==> src/mips_config.svh <==
// global sizing for the pipelined MIPS core
// data path width, register file geometry and the reset PC
`ifndef MIPS_CONFIG_SVH
`define MIPS_CONFIG_SVH

// width of data words and byte addresses
`define MIPS_XLEN 32

// bits in a register specifier (rs, rt, rd fields)
`define MIPS_REG_AW 5

// architectural integer registers, r0 included
`define MIPS_NUM_REGS 32

// first instruction fetched after reset
// start of the user text segment in the usual MIPS memory map
`define MIPS_TEXT_START 32'h00400000

`endif

==> src/mips_pkg.sv <==
// shared types of the pipelined MIPS core
// opcode, funct and ALU operation encodings
// control bundle and the packed pipeline register layouts
`include "mips_config.svh"

package mips_pkg;

   // primary opcodes of the supported subset
   typedef enum logic [5:0] {
      OP_RTYPE = 6'h00,
      OP_BEQ   = 6'h04,
      OP_BNE   = 6'h05,
      OP_ADDIU = 6'h09,
      OP_SLTI  = 6'h0a,
      OP_ANDI  = 6'h0c,
      OP_ORI   = 6'h0d,
      OP_XORI  = 6'h0e,
      OP_LUI   = 6'h0f,
      OP_LW    = 6'h23,
      OP_SW    = 6'h2b
   } opcode_e;

   // funct field of R-type instructions
   typedef enum logic [5:0] {
      FN_SLL     = 6'h00,
      FN_SRL     = 6'h02,
      FN_SRA     = 6'h03,
      FN_SYSCALL = 6'h0c,
      FN_ADDU    = 6'h21,
      FN_SUBU    = 6'h23,
      FN_AND     = 6'h24,
      FN_OR      = 6'h25,
      FN_XOR     = 6'h26,
      FN_NOR     = 6'h27,
      FN_SLT     = 6'h2a,
      FN_SLTU    = 6'h2b
   } funct_e;

   // add is zero so a bubble carries a harmless op
   typedef enum logic [3:0] {
      ALU_ADD, ALU_SUB, ALU_AND, ALU_OR, ALU_XOR, ALU_NOR,
      ALU_SLT, ALU_SLTU, ALU_SLL, ALU_SRL, ALU_SRA, ALU_LUI
   } alu_op_e;

   typedef struct packed {
      alu_op_e alu_op;
      logic    alu_src_imm;
      logic    reg_write;
      logic    mem_read;
      logic    mem_write;
      logic    branch_eq;
      logic    branch_ne;
      logic    halt;
   } ctrl_t;

   typedef struct packed {
      logic [`MIPS_XLEN-1:0] pc;
      logic [`MIPS_XLEN-1:0] inst;
   } if_id_t;

   typedef struct packed {
      logic [`MIPS_XLEN-1:0]   pc;
      ctrl_t                   ctrl;
      logic [`MIPS_XLEN-1:0]   rs_data;
      logic [`MIPS_XLEN-1:0]   rt_data;
      logic [`MIPS_XLEN-1:0]   imm;
      logic [4:0]              shamt;
      logic [`MIPS_REG_AW-1:0] rs;
      logic [`MIPS_REG_AW-1:0] rt;
      logic [`MIPS_REG_AW-1:0] dest;
   } id_ex_t;

   typedef struct packed {
      logic                    reg_write;
      logic                    mem_read;
      logic                    mem_write;
      logic                    halt;
      logic [`MIPS_REG_AW-1:0] dest;
      logic [`MIPS_XLEN-1:0]   alu_result;
      logic [`MIPS_XLEN-1:0]   store_data;
   } ex_mem_t;

   // writeback bundle, also the MEM/WB register
   typedef struct packed {
      logic                    reg_write;
      logic [`MIPS_REG_AW-1:0] dest;
      logic [`MIPS_XLEN-1:0]   wr_data;
   } wb_t;

   typedef struct packed {
      logic                  taken;
      logic [`MIPS_XLEN-1:0] target;
   } redirect_t;

endpackage

==> src/mips_core.sv <==
// top of the five-stage pipelined MIPS core
// fetch, decode, execute and memory stages around the register file
// instruction and data memories sit outside
`timescale 1ns/10ps
`include "mips_config.svh"

module mips_core (
   input  logic                  clk,
   input  logic                  rst_b,
   input  logic [`MIPS_XLEN-1:0] inst,
   input  logic [`MIPS_XLEN-1:0] mem_data_out,
   output logic [29:0]           inst_addr,
   output logic [29:0]           mem_addr,
   output logic [`MIPS_XLEN-1:0] mem_data_in,
   output logic [3:0]            mem_write_en,
   output logic                  halted
);

   mips_pkg::if_id_t        if_id;
   mips_pkg::id_ex_t        id_ex;
   mips_pkg::ex_mem_t       ex_mem;
   mips_pkg::wb_t           wb;
   mips_pkg::redirect_t     redirect;
   logic                    hold;
   logic [`MIPS_REG_AW-1:0] rs;
   logic [`MIPS_REG_AW-1:0] rt;
   logic [`MIPS_XLEN-1:0]   rs_data;
   logic [`MIPS_XLEN-1:0]   rt_data;

   mips_fetch fetch_i (
      .clk, .rst_b, .hold, .redirect, .inst, .inst_addr, .if_id
   );

   // read ports are addressed straight from the IF/ID instruction
   mips_regfile regfile_i (
      .clk, .rst_b, .rs, .rt, .wb, .rs_data, .rt_data
   );

   mips_decode decode_i (
      .clk, .rst_b, .if_id, .redirect, .rs_data, .rt_data, .rs, .rt, .hold, .id_ex
   );

   mips_execute execute_i (
      .clk, .rst_b, .id_ex, .wb, .redirect, .ex_mem
   );

   mips_memory memory_i (
      .clk, .rst_b, .ex_mem, .mem_data_out, .mem_addr, .mem_data_in, .mem_write_en,
      .wb, .halted
   );

endmodule

==> src/mips_decode.sv <==
// decode stage
// field split, control decode and immediate extension
// load-use stall and halt-pending detection
// ID/EX pipeline register
`timescale 1ns/10ps
`include "mips_config.svh"

module mips_decode (
   input  logic                    clk,
   input  logic                    rst_b,
   input  mips_pkg::if_id_t        if_id,
   input  mips_pkg::redirect_t     redirect,
   input  logic [`MIPS_XLEN-1:0]   rs_data,
   input  logic [`MIPS_XLEN-1:0]   rt_data,
   output logic [`MIPS_REG_AW-1:0] rs,
   output logic [`MIPS_REG_AW-1:0] rt,
   output logic                    hold,
   output mips_pkg::id_ex_t        id_ex
);

   mips_pkg::opcode_e       opcode;
   mips_pkg::funct_e        funct;
   mips_pkg::ctrl_t         ctrl;
   logic [`MIPS_REG_AW-1:0] rd;
   logic [`MIPS_REG_AW-1:0] dest;
   logic [15:0]             imm16;
   logic [`MIPS_XLEN-1:0]   imm;
   logic                    writes;
   logic                    zero_ext;
   logic                    load_use;
   logic                    halt_pending;

   assign opcode = mips_pkg::opcode_e'(if_id.inst[31:26]);
   assign rs     = if_id.inst[25:21];
   assign rt     = if_id.inst[20:16];
   assign rd     = if_id.inst[15:11];
   assign funct  = mips_pkg::funct_e'(if_id.inst[5:0]);
   assign imm16  = if_id.inst[15:0];

   // logic immediates are zero extended, LUI takes the raw 16 bits
   assign imm = zero_ext ? {16'b0, imm16} : {{16{imm16[15]}}, imm16};

   always_comb begin
      ctrl     = '0;
      writes   = 1'b0;
      zero_ext = 1'b0;
      case (opcode)
         mips_pkg::OP_RTYPE: begin
            writes = 1'b1;
            case (funct)
               mips_pkg::FN_ADDU: ctrl.alu_op = mips_pkg::ALU_ADD;
               mips_pkg::FN_SUBU: ctrl.alu_op = mips_pkg::ALU_SUB;
               mips_pkg::FN_AND:  ctrl.alu_op = mips_pkg::ALU_AND;
               mips_pkg::FN_OR:   ctrl.alu_op = mips_pkg::ALU_OR;
               mips_pkg::FN_XOR:  ctrl.alu_op = mips_pkg::ALU_XOR;
               mips_pkg::FN_NOR:  ctrl.alu_op = mips_pkg::ALU_NOR;
               mips_pkg::FN_SLT:  ctrl.alu_op = mips_pkg::ALU_SLT;
               mips_pkg::FN_SLTU: ctrl.alu_op = mips_pkg::ALU_SLTU;
               mips_pkg::FN_SLL:  ctrl.alu_op = mips_pkg::ALU_SLL;
               mips_pkg::FN_SRL:  ctrl.alu_op = mips_pkg::ALU_SRL;
               mips_pkg::FN_SRA:  ctrl.alu_op = mips_pkg::ALU_SRA;
               mips_pkg::FN_SYSCALL: begin
                  writes    = 1'b0;
                  ctrl.halt = 1'b1;
               end
               // unknown funct behaves as a no-op
               default: writes = 1'b0;
            endcase
         end
         mips_pkg::OP_ADDIU, mips_pkg::OP_SLTI, mips_pkg::OP_ANDI, mips_pkg::OP_ORI,
         mips_pkg::OP_XORI, mips_pkg::OP_LUI, mips_pkg::OP_LW: begin
            writes           = 1'b1;
            ctrl.alu_src_imm = 1'b1;
            zero_ext         = (opcode == mips_pkg::OP_ANDI) || (opcode == mips_pkg::OP_ORI) ||
                               (opcode == mips_pkg::OP_XORI) || (opcode == mips_pkg::OP_LUI);
            ctrl.mem_read    = (opcode == mips_pkg::OP_LW);
            case (opcode)
               mips_pkg::OP_SLTI: ctrl.alu_op = mips_pkg::ALU_SLT;
               mips_pkg::OP_ANDI: ctrl.alu_op = mips_pkg::ALU_AND;
               mips_pkg::OP_ORI:  ctrl.alu_op = mips_pkg::ALU_OR;
               mips_pkg::OP_XORI: ctrl.alu_op = mips_pkg::ALU_XOR;
               mips_pkg::OP_LUI:  ctrl.alu_op = mips_pkg::ALU_LUI;
               default:           ctrl.alu_op = mips_pkg::ALU_ADD;
            endcase
         end
         mips_pkg::OP_SW: begin
            ctrl.alu_src_imm = 1'b1;
            ctrl.mem_write   = 1'b1;
         end
         // both compare in execute, no register result
         mips_pkg::OP_BEQ: ctrl.branch_eq = 1'b1;
         mips_pkg::OP_BNE: ctrl.branch_ne = 1'b1;
         default: ;
      endcase
      // rd for R-type, rt for immediates, zero when nothing is written
      dest           = writes ? ((opcode == mips_pkg::OP_RTYPE) ? rd : rt) : '0;
      ctrl.reg_write = writes && (dest != '0);
   end

   // load in execute feeding this instruction needs one bubble
   assign load_use = id_ex.ctrl.mem_read && (id_ex.dest != '0) &&
                     ((id_ex.dest == rs) || (id_ex.dest == rt));
   assign hold = load_use || halt_pending;

   always_ff @(posedge clk or negedge rst_b) begin
      if (!rst_b) begin
         halt_pending <= 1'b0;
         id_ex        <= '0;
      end else begin
         // syscall really issued, not squashed by an older branch
         if (ctrl.halt && !hold && !redirect.taken) begin
            halt_pending <= 1'b1;
         end
         if (hold || redirect.taken) begin
            id_ex <= '0;
         end else begin
            id_ex.pc      <= if_id.pc;
            id_ex.ctrl    <= ctrl;
            id_ex.rs_data <= rs_data;
            id_ex.rt_data <= rt_data;
            id_ex.imm     <= imm;
            id_ex.shamt   <= if_id.inst[10:6];
            id_ex.rs      <= rs;
            id_ex.rt      <= rt;
            id_ex.dest    <= dest;
         end
      end
   end

endmodule

==> src/mips_execute.sv <==
// execute stage
// operand forwarding from EX/MEM and MEM/WB
// ALU, branch compare and target
// EX/MEM pipeline register
`timescale 1ns/10ps
`include "mips_config.svh"

module mips_execute (
   input  logic                clk,
   input  logic                rst_b,
   input  mips_pkg::id_ex_t    id_ex,
   input  mips_pkg::wb_t       wb,
   output mips_pkg::redirect_t redirect,
   output mips_pkg::ex_mem_t   ex_mem
);

   logic [`MIPS_XLEN-1:0] rs_fwd;
   logic [`MIPS_XLEN-1:0] rt_fwd;
   logic [`MIPS_XLEN-1:0] op_b;
   logic [`MIPS_XLEN-1:0] alu_result;
   logic                  branch_hit;

   // youngest producer wins, r0 is never forwarded
   function automatic logic [`MIPS_XLEN-1:0] fwd_pick(
      input logic [`MIPS_REG_AW-1:0] src,
      input logic [`MIPS_XLEN-1:0]   reg_data,
      input mips_pkg::ex_mem_t       mem_e,
      input mips_pkg::wb_t           wb_e
   );
      if (mem_e.reg_write && (mem_e.dest != '0) && (mem_e.dest == src)) begin
         return mem_e.alu_result;
      end else if (wb_e.reg_write && (wb_e.dest != '0) && (wb_e.dest == src)) begin
         return wb_e.wr_data;
      end
      return reg_data;
   endfunction

   assign rs_fwd = fwd_pick(id_ex.rs, id_ex.rs_data, ex_mem, wb);
   assign rt_fwd = fwd_pick(id_ex.rt, id_ex.rt_data, ex_mem, wb);

   // second operand is the immediate for I-type and memory ops
   assign op_b = id_ex.ctrl.alu_src_imm ? id_ex.imm : rt_fwd;

   always_comb begin
      case (id_ex.ctrl.alu_op)
         mips_pkg::ALU_ADD:  alu_result = rs_fwd + op_b;
         mips_pkg::ALU_SUB:  alu_result = rs_fwd - op_b;
         mips_pkg::ALU_AND:  alu_result = rs_fwd & op_b;
         mips_pkg::ALU_OR:   alu_result = rs_fwd | op_b;
         mips_pkg::ALU_XOR:  alu_result = rs_fwd ^ op_b;
         mips_pkg::ALU_NOR:  alu_result = ~(rs_fwd | op_b);
         mips_pkg::ALU_SLT:  alu_result = `MIPS_XLEN'($signed(rs_fwd) < $signed(op_b));
         mips_pkg::ALU_SLTU: alu_result = `MIPS_XLEN'(rs_fwd < op_b);
         // shifts move rt by the shamt field
         mips_pkg::ALU_SLL:  alu_result = op_b << id_ex.shamt;
         mips_pkg::ALU_SRL:  alu_result = op_b >> id_ex.shamt;
         mips_pkg::ALU_SRA:  alu_result = $signed(op_b) >>> id_ex.shamt;
         mips_pkg::ALU_LUI:  alu_result = op_b << 16;
         default:            alu_result = '0;
      endcase
   end

   // branches resolve here on the forwarded operands
   assign branch_hit = (id_ex.ctrl.branch_eq && (rs_fwd == rt_fwd)) ||
                       (id_ex.ctrl.branch_ne && (rs_fwd != rt_fwd));
   assign redirect.taken  = branch_hit;
   assign redirect.target = id_ex.pc + `MIPS_XLEN'(4) +
                            {id_ex.imm[`MIPS_XLEN-3:0], 2'b00};

   always_ff @(posedge clk or negedge rst_b) begin
      if (!rst_b) begin
         ex_mem <= '0;
      end else begin
         ex_mem.reg_write  <= id_ex.ctrl.reg_write;
         ex_mem.mem_read   <= id_ex.ctrl.mem_read;
         ex_mem.mem_write  <= id_ex.ctrl.mem_write;
         ex_mem.halt       <= id_ex.ctrl.halt;
         ex_mem.dest       <= id_ex.dest;
         ex_mem.alu_result <= alu_result;
         // store data sees the forwarded rt as well
         ex_mem.store_data <= rt_fwd;
      end
   end

   // decode must hand over a defined operation for every writing entry
   a_alu_op_known: assert property (@(posedge clk) disable iff (!rst_b)
      id_ex.ctrl.reg_write |-> !$isunknown(id_ex.ctrl.alu_op));

endmodule

==> src/mips_fetch.sv <==
// fetch stage
// PC register with branch redirect and stall hold
// IF/ID pipeline register
`timescale 1ns/10ps
`include "mips_config.svh"

module mips_fetch (
   input  logic                  clk,
   input  logic                  rst_b,
   input  logic                  hold,
   input  mips_pkg::redirect_t   redirect,
   input  logic [`MIPS_XLEN-1:0] inst,
   output logic [29:0]           inst_addr,
   output mips_pkg::if_id_t      if_id
);

   logic [`MIPS_XLEN-1:0] pc;

   // memories are word addressed
   assign inst_addr = pc[`MIPS_XLEN-1:2];

   // a taken branch wins over a decode stall
   always_ff @(posedge clk or negedge rst_b) begin
      if (!rst_b) begin
         pc    <= `MIPS_TEXT_START;
         if_id <= '0;
      end else if (redirect.taken) begin
         pc    <= redirect.target;
         // wrong-path instruction is dropped
         if_id <= '0;
      end else if (!hold) begin
         pc       <= pc + `MIPS_XLEN'(4);
         if_id.pc <= pc;
         if_id.inst <= inst;
      end
   end

   // branch targets from execute must keep the PC on a word boundary
   a_pc_aligned: assert property (@(posedge clk) disable iff (!rst_b)
      pc[1:0] == 2'b00);

endmodule

==> src/mips_memory.sv <==
// memory stage
// data port drive and load or ALU result select
// MEM/WB pipeline register and sticky halt flag
`timescale 1ns/10ps
`include "mips_config.svh"

module mips_memory (
   input  logic                  clk,
   input  logic                  rst_b,
   input  mips_pkg::ex_mem_t     ex_mem,
   input  logic [`MIPS_XLEN-1:0] mem_data_out,
   output logic [29:0]           mem_addr,
   output logic [`MIPS_XLEN-1:0] mem_data_in,
   output logic [3:0]            mem_write_en,
   output mips_pkg::wb_t         wb,
   output logic                  halted
);

   // word stores only, so every byte lane is enabled together
   assign mem_addr     = ex_mem.alu_result[`MIPS_XLEN-1:2];
   assign mem_data_in  = ex_mem.store_data;
   assign mem_write_en = {4{ex_mem.mem_write}};

   always_ff @(posedge clk or negedge rst_b) begin
      if (!rst_b) begin
         wb     <= '0;
         halted <= 1'b0;
      end else begin
         wb.reg_write <= ex_mem.reg_write;
         wb.dest      <= ex_mem.dest;
         // the RAM answers in the same cycle
         wb.wr_data   <= ex_mem.mem_read ? mem_data_out : ex_mem.alu_result;
         // older writes drain on this same edge
         if (ex_mem.halt) begin
            halted <= 1'b1;
         end
      end
   end

   a_rd_wr_excl: assert property (@(posedge clk) disable iff (!rst_b)
      !(ex_mem.mem_read && ex_mem.mem_write));

endmodule

==> src/mips_regfile.sv <==
// integer register file
// two combinational read ports with write-through from writeback
// one write port fed by the MEM/WB register
`timescale 1ns/10ps
`include "mips_config.svh"

module mips_regfile (
   input  logic                    clk,
   input  logic                    rst_b,
   input  logic [`MIPS_REG_AW-1:0] rs,
   input  logic [`MIPS_REG_AW-1:0] rt,
   input  mips_pkg::wb_t           wb,
   output logic [`MIPS_XLEN-1:0]   rs_data,
   output logic [`MIPS_XLEN-1:0]   rt_data
);

   logic [`MIPS_XLEN-1:0] regs [`MIPS_NUM_REGS];

   // r0 is hardwired, a same-cycle write is returned directly
   assign rs_data = (rs == '0) ? '0 :
                    (wb.reg_write && (wb.dest == rs)) ? wb.wr_data : regs[rs];
   assign rt_data = (rt == '0) ? '0 :
                    (wb.reg_write && (wb.dest == rt)) ? wb.wr_data : regs[rt];

   always_ff @(posedge clk) begin
      if (wb.reg_write && (wb.dest != '0)) begin
         regs[wb.dest] <= wb.wr_data;
      end
   end

   // decode already clears reg_write for writes aimed at r0
   a_no_r0_write: assert property (@(posedge clk) disable iff (!rst_b)
      wb.reg_write |-> (wb.dest != '0));

endmodule

==> config.mk <==
export PLATFORM = sky130hd
export DESIGN_NAME = mips_core
export DESIGN_NICKNAME = d
export VERILOG_FILES = /design/src/mips_pkg.sv /design/src/mips_core.sv /design/src/mips_decode.sv /design/src/mips_execute.sv /design/src/mips_fetch.sv /design/src/mips_memory.sv /design/src/mips_regfile.sv
export VERILOG_INCLUDE_DIRS = /design/src
export SDC_FILE = /design/constraint.sdc
export NUM_CORES = 2
export LEC_CHECK = 0
export BUFFER_PORTS_ARGS = -buffer_cell sky130_fd_sc_hd__buf_2
export CORE_MARGIN = 5
export CORE_UTILIZATION = 35
export CTS_CLUSTER_DIAMETER = 60
export DETAILED_ROUTE_END_ITERATION = 10
export PLACE_DENSITY = 0.47
export SETUP_SLACK_MARGIN = 0.15
export SYNTH_ARGS = -nofsm -noshare
export SYNTH_HDL_FRONTEND = slang
export SYNTH_SLANG_ARGS = --single-unit
==> constraint.sdc <==
create_clock -name clk -period 6.5 [get_ports clk]
set_input_delay 0.325 -clock clk [delete_from_list [all_inputs] [get_ports clk]]
set_output_delay 0.325 -clock clk [all_outputs]
set_load 0.005 [all_outputs]
Word-level counts from Yosys, hierarchy flattened
Memories as Yosys holds them, arrays and structs flattened. Cells that the tools add are included. Widths: inputs -> output; s select.

Logic and storage cells: 165. Memories kept: 1. RAM bits: 1024. Bits in registers: 368. Bits of input ports: 66.

Memory list: regfile_i.regs (depth 32, width 32, rd ports 2, clocked after Yosys merged registers in 0, wr ports 1, line mips_regfile.sv:17) `` logic [`MIPS_XLEN-1:0] regs [`MIPS_NUM_REGS]; ``.

$lt $le $gt $ge: 2. Muxes and demuxes: 40. Add/sub/neg operators: 5. Equal/unequal tests: 43. Bitwise logic cells: 4. Reduce and logical (&&, ||, !) cells: 36. Shifts and indexed selects: 3.

Operators with widths (number): $mux 32 (15); $pmux 32 s12 (1); $mux 159 (1); $mux 64 (2); $add 32x3->32 const B (2); $add 32x32->32 (2); $lt 32x32->1 (2); $eq 6x6->1 const B (10); $eq 6x4->1 const B (7); $eq 5x5->1 (8); $pmux 4 s10 (1); $and 32x32->32 (1); $eq 32x32->1 (1); $ne 32x32->1 (1); $not 32->32 (1); $or 32x32->32 (1); $shl 32x5->32 (1); $shr 32x5->32 (1); $sshr 32x5->32 (1); $sub 32x32->32 (1); $xor 32x32->32 (1); $pmux 4 s5 (1); $reduce_bool 5->1 (4); $eq 4x3->1 const B (4); 19 further kinds (63).

Longest topological paths before layout
Word-level depth: 11. Depth in mapped cells: 24. Depth with buffers taken out: 21.

Hierarchy
Synthesis repeated with hierarchy kept, for this count alone.

Cells, all modules: 5792. Area, all modules: 76505.9 µm².

Modules (own cells, without submodules): mips_regfile (cells each 2524, area an instance 47951.0 µm², instances 1); mips_execute (cells each 2263, area an instance 16637.2 µm², instances 1); mips_decode (cells each 412, area an instance 5245.0 µm², instances 1); mips_fetch (cells each 451, area an instance 4650.7 µm², instances 1); mips_memory (cells each 142, area an instance 2021.9 µm², instances 1).

Worst setup path after synthesis
OpenSTA, ideal clock, no wires.

Kind: reg-to-reg. From: reg, netlist name execute_i.ex_mem[67]. To: reg, netlist name execute_i.ex_mem[51]. Arrival time: 5.472 ns. Path slack: 0.890 ns. Period minus slack after synthesis: 5.610 ns. Required time: 6.361 ns. Buffers on the path: 5. Cell stages (with the launch flop): 22. Setup time: 0.139 ns. Cell sequence: dfrtp_1 or4_1 o21ai_2 or3_1 buf_2 buf_1 buf_2 buf_1 nand2_1 o21a_1 ha_1 clkbuf_1 or4_1 o211ai_1 a2111oi_0 o21ai_0 a21o_1 a2111o_1 a31o_2 a211oi_1 o32a_1 or4_1.

Longest elaborated chain between the ends: 9.

RTL lines: branches (longest 8 deep; another with $sub 32x32->32); $pmux 32 s12 (*) (line mips_execute.sv:45) `case (id_ex.ctrl.alu_op)`; net execute_i.alu_result[19] (line mips_execute.sv:20) `` logic [`MIPS_XLEN-1:0] alu_result; ``.

Mark *: on every way through the listed nets, which the timed path passes. A chain may end at the register's enable or synchronous reset.

Final worst setup path
From: reg, netlist name memory_i.wb[36]. To: reg, netlist name execute_i.ex_mem[32].

Longest elaborated chain between the ends: 10.

RTL lines (line): branches (longest 9 deep; another with $sub 32x32->32); $pmux 32 s12 (*) (mips_execute.sv:45); net execute_i.alu_result[0] (mips_execute.sv:20).

Marks and branches as above.

==> results_tabular.tex <==
\begin{tabular}{lr}
\hline
Metric & Value \\
\hline
\multicolumn{2}{l}{\textbf{Pwr}} \\
\quad Switching power of the nets & 9.59 mW \\
\quad Combinational share of power & 25.7\% \\
\quad Proportion of total power due to net switching & 33.2\% \\
\quad Leakage power figure & just over 30 nW \\
\quad Portion of total power attributed to the clock network & between 30\% and 40\% \\
\quad Part of the power in registers & between 40 and 50\% \\
\quad Power density over the cells & 335 nW/um\^{}2 \\
\quad Power Internal & roughly 19 mW \\
\quad Peak supply drop & approximately 0.24 mV \\
\multicolumn{2}{l}{\textbf{Setup path}} \\
\quad Master of the slowest instance on the critical path & dfrtp\_1 \\
\quad CP bufs+invs & 3 \\
\quad Largest incremental delay on the critical path & 530 ps \\
\quad Worst-path fanout max & 31 \\
\quad Worst-path cell chain & or3\_1, o311ai\_4, buf\_4, o21ai\_0, a31o\_2, o21a\_1, inv\_1, ha\_1, fa\_1, o21bai\_1, a21oi\_1, o21ai\_0, a21oi\_1, o31ai\_1, buf\_4, a31oi\_1, o221ai\_1, a211o\_1, o31ai\_1, o2111a\_1, a211o\_1 \\
\quad Nature of the critical path startpoint & flip-flop \\
\quad Critical path data required time & approximately 7200 ps \\
\quad Arrival time at the worst endpoint & roughly 6900 ps \\
\quad Endpoint class of the critical path & flip-flop \\
\quad Family with the most delay on the worst path & compound AO/OA/AOI/OAI gates \\
\quad Crit Path Class & flip-flop to flip-flop \\
\multicolumn{2}{l}{\textbf{Clock tree}} \\
\quad Clock tree from TritonCTS & built \\
\quad Clock tree sinks & between 1000 and 1500 \\
\quad Post-CTS setup buffer count & 0 \\
\quad Number of H-tree branching levels & 4 \\
\quad Clock slew at reported path FFs & roughly 60 ps \\
\quad Source-to-sink clock delay at the later pin of the worst-skew pair & roughly 830 ps \\
\quad Max Buffers Root-to-Sink & 3 \\
\quad Number of CTS-inserted buffers & about 170 \\
\quad Root buf cell & clkbuf\_16 \\
\multicolumn{2}{l}{\textbf{Synthesis}} \\
\quad Synth top area share & a little over 40\% \\
\quad Cell types with the largest area share after synthesis & edfxtp\_1 (41\%), mux4\_2 (18\%), dfrtp\_1 (11\%) \\
\quad Flip-flop and latch count after synthesis & roughly 1400 \\
\quad Netlist area before placement & between 70000 and 80000 sq um \\
\quad Distinct cell type count of the synthesized netlist & between 80 and 90 \\
\quad Fraction of the yosys area taken by sequential cells & a little over half \\
\quad Number of synthesized flops with an enable pin & slightly above 1000 \\
\quad Synthesized instance count & around 5500 \\
\quad Fraction of registers with async set or reset after synthesis & approximately 25\% \\
\quad Number of warnings printed during yosys synthesis & 0 \\
\quad Post-synth top flop & edfxtp\_1 \\
\quad Average footprint of a synthesized cell & roughly 14 sq um \\
\quad Top cell type by total area after synthesis & edfxtp\_1 \\
\multicolumn{2}{l}{\textbf{Cells and area}} \\
\quad Ratio of cells with drive above 1 in the final layout & roughly a quarter \\
\quad Design area & $\sim$86000 sq um \\
\quad Synth-to-layout area growth & 14.7\% \\
\quad Count of placed standard cells in the final layout, fillers left out & between 8000 and 9000 \\
\quad Number of nets at the end of the flow & approximately 5900 \\
\multicolumn{2}{l}{\textbf{STA}} \\
\quad Setup repair after global routing missed its margin & yes \\
\quad Hold Fails Final Rpt & 0 \\
\quad Slew HR & under 10\% \\
\quad Maximum clock rate & $\sim$0.16 GHz \\
\quad Number of pins exceeding their max-slew limit in the final report & 0 \\
\quad Worst Skew & just under 50 ps \\
\quad Setup violators final & 0 \\
\quad Fin crit period & about 6200 ps \\
\quad Hold slack & 102 ps \\
\quad Final-layout setup total negative slack & 0 ps \\
\quad Period utilization & a little over nine tenths \\
\quad Slew of the pin with the lowest slew margin & roughly 1300 ps \\
\quad Slack of the critical path & 336 ps \\
\multicolumn{2}{l}{\textbf{Min path}} \\
\quad Min-delay worst type & primary input to asynchronous set/reset pin \\
\multicolumn{2}{l}{\textbf{Run}} \\
\quad Maximum capacitance violations & 0 \\
\multicolumn{2}{l}{\textbf{Die}} \\
\quad Starting utilization of the core area & around a third \\
\quad Area enclosed by the die boundary & approximately 220000 sq um \\
\quad Placeable core region & between 200000 and 250000 sq um \\
\quad Die extent in y & roughly 470 um \\
\quad Count of standard-cell rows & 170 \\
\quad Top-Level Pins & roughly 160 \\
\quad Width of the die & around 470 um \\
\multicolumn{2}{l}{\textbf{Drt}} \\
\quad Drt pass-1 iters & 8 \\
\quad Final WL & between 200 and 300 mm \\
\quad Wire per inst & around 34 um \\
\quad Antenna Violating Nets Remaining & 0 \\
\quad Detailed router's first-iteration violation count & $\sim$5500 \\
\quad Via count & 52772 \\
\quad Count of unresolved DRC violations after routing & 0 \\
\quad Via-to-Cell Ratio & between 6 and 7 \\
\multicolumn{2}{l}{\textbf{Global routing}} \\
\quad GRT Util Overall & about a quarter \\
\quad First-pass GRT wire length & 408 mm \\
\quad Antenna violations before repair & 21 \\
\quad Via count of the first global-routing pass & $\sim$53000 \\
\quad GRT overflow & 0 \\
\quad Maximum number of pins on one net before global-route repair & about 120 \\
\multicolumn{2}{l}{\textbf{Placed design}} \\
\quad Half-perimeter wire length after placement & $\sim$190 mm \\
\quad Placed cell areas & between 70000 and 80000 sq um \\
\quad Placed Instances & a little over 8000 \\
\quad Number of buffer cells added on primary ports & roughly 160 \\
\quad Pre-CTS setup slack & $\sim$270 ps \\
\quad GP Congestion & between 1 and 1.5 \\
\multicolumn{2}{l}{\textbf{Run status}} \\
\quad Result of the run & finished clean \\
\hline
\end{tabular}
[flip-flops by register name, indices dropped and copies added (netlist names)]
register	cells
decode_i.halt_pending	1
fetch_i.if_id	62
decode_i.id_ex	137
memory_i.wb	38
execute_i.ex_mem	73
memory_i.halted	1
fetch_i.pc	30
regfile_i.regs	1024
[final timing paths]
| path | end | slack [ps] | start | cells past startpoint |
|---|---|---|---|---|
| max in group asynchronous | decode_i.id_ex[26] | 4730 | rst_b | 3 |
| setup reg to reg | execute_i.ex_mem[32] | 340 | memory_i.wb[36] | 21 |
| hold reg to reg | execute_i.ex_mem[70] | 360 | decode_i.id_ex[119] | 0 |
| hold / removal | execute_i.ex_mem[45] | 100 | rst_b | 2 |
| setup / recovery | execute_i.ex_mem[32] | 340 | memory_i.wb[36] | 21 |
| min in group clk | memory_i.wb[13] | 280 | mem_data_out[13] | 3 |
[area by class of cell]
cell class                      instances  area [sq um]
Sequential cell                      1366         39400
Timing Repair Buffer                  467          3500
Fill cell                           19886        128000
Clock buffer                          204          4490
Antenna cell                            7          17.5
Tap cell                             2838          3550
Inverter                              126           473
Multi-Input combinational cell       3514         33600
Clock inverter                        106          1180
[cells by family (layout without fill, tap and decap cells)]
family                     Yosys count  count (layout)  share of synthesized area [%]
DFF                               1366            1366                           52.3
and+or+nand+nor                   1159            1159                           7.34
AOI/OAI and AO/OA                 1088            1088                           9.72
muxes                              938             938                           22.7
buffers and inverters              618             903                           3.60
adders and majority gates          164             164                           2.76
xor gates and xnor gates           133             133                           1.55
other                                1              39                        0.00499
[power by group through the flow]
stage          logic, mW  registers [mW]  clock network, mW
2_1_floorplan       4.05            12.0                  0
3_3_place_gp        7.25            12.0                  0
3_5_place_dp        7.27            12.0                  0
4_1_cts             7.33            11.9               9.78
5_1_grt             7.93            11.9               10.2
6_report            7.43            11.9               9.59
[metrics by stage]
| step | power (mW) | utilization (%) |
|---|---|---|
| 3_5_place_dp | 19.3 | 37.3 |
| 2_1_floorplan | 16.1 | - |
| 4_1_cts | 29.0 | 40.2 |
| 5_1_grt | 30.0 | 40.2 |
| 6_report | 28.9 | 40.2 |
| 3_3_place_gp | 19.3 | 37.3 |
[cell usage after synthesis, types with 74 or more instances]
library cell,n
a21oi_1,311
buf_1,102
buf_4,74
clkbuf_1,275
dfrtp_1,341
edfxtp_1,1024
ha_1,161
inv_1,122
mux2i_1,278
mux4_2,607
nand2_1,396
nand3_1,82
nor2_1,277
nor3_1,96
o21ai_0,153
xnor2_1,86
[layout by cell type (no fill, tap or decap), types with 43 or more instances in the layout]
cell type	n
a211oi_1	70
a21oi_1	311
a221oi_1	66
a31oi_1	62
and3_1	66
buf_2	161
buf_4	222
clkbuf_16	171
dfrtp_1	326
dlygate4sd3_1	65
edfxtp_1	1024
ha_1	161
inv_1	121
mux2_2	43
mux2i_1	277
mux4_2	607
nand2_1	396
nand3_1	81
nor2_1	242
nor3_1	93
nor4_1	50
o21ai_0	152
o221ai_1	53
xnor2_1	86
xor2_1	47
[what timing repair did]
action | 4_1_cts | 5_1_grt
hold endpoints to repair | 157 | 0
endpoints found under the setup margin | 0 | 8
resized for setup | 0 | 6
hold buffers | 65 | 0
[per-layer routing]
| metal | part of all wire (%) | vias to the layer above | global-route usage [%] |
|---|---|---|---|
| li1 | - | 21997 | - |
| met4 | 5.1 | 6 | 10.9 |
| met2 | 47 | 2420 | 40.6 |
| met3 | 7.0 | 567 | 4.07 |
| met5 | 0.021 | - | 0 |
| met1 | 41 | 27782 | 34.3 |
Power figures use the tool's default switching activity.
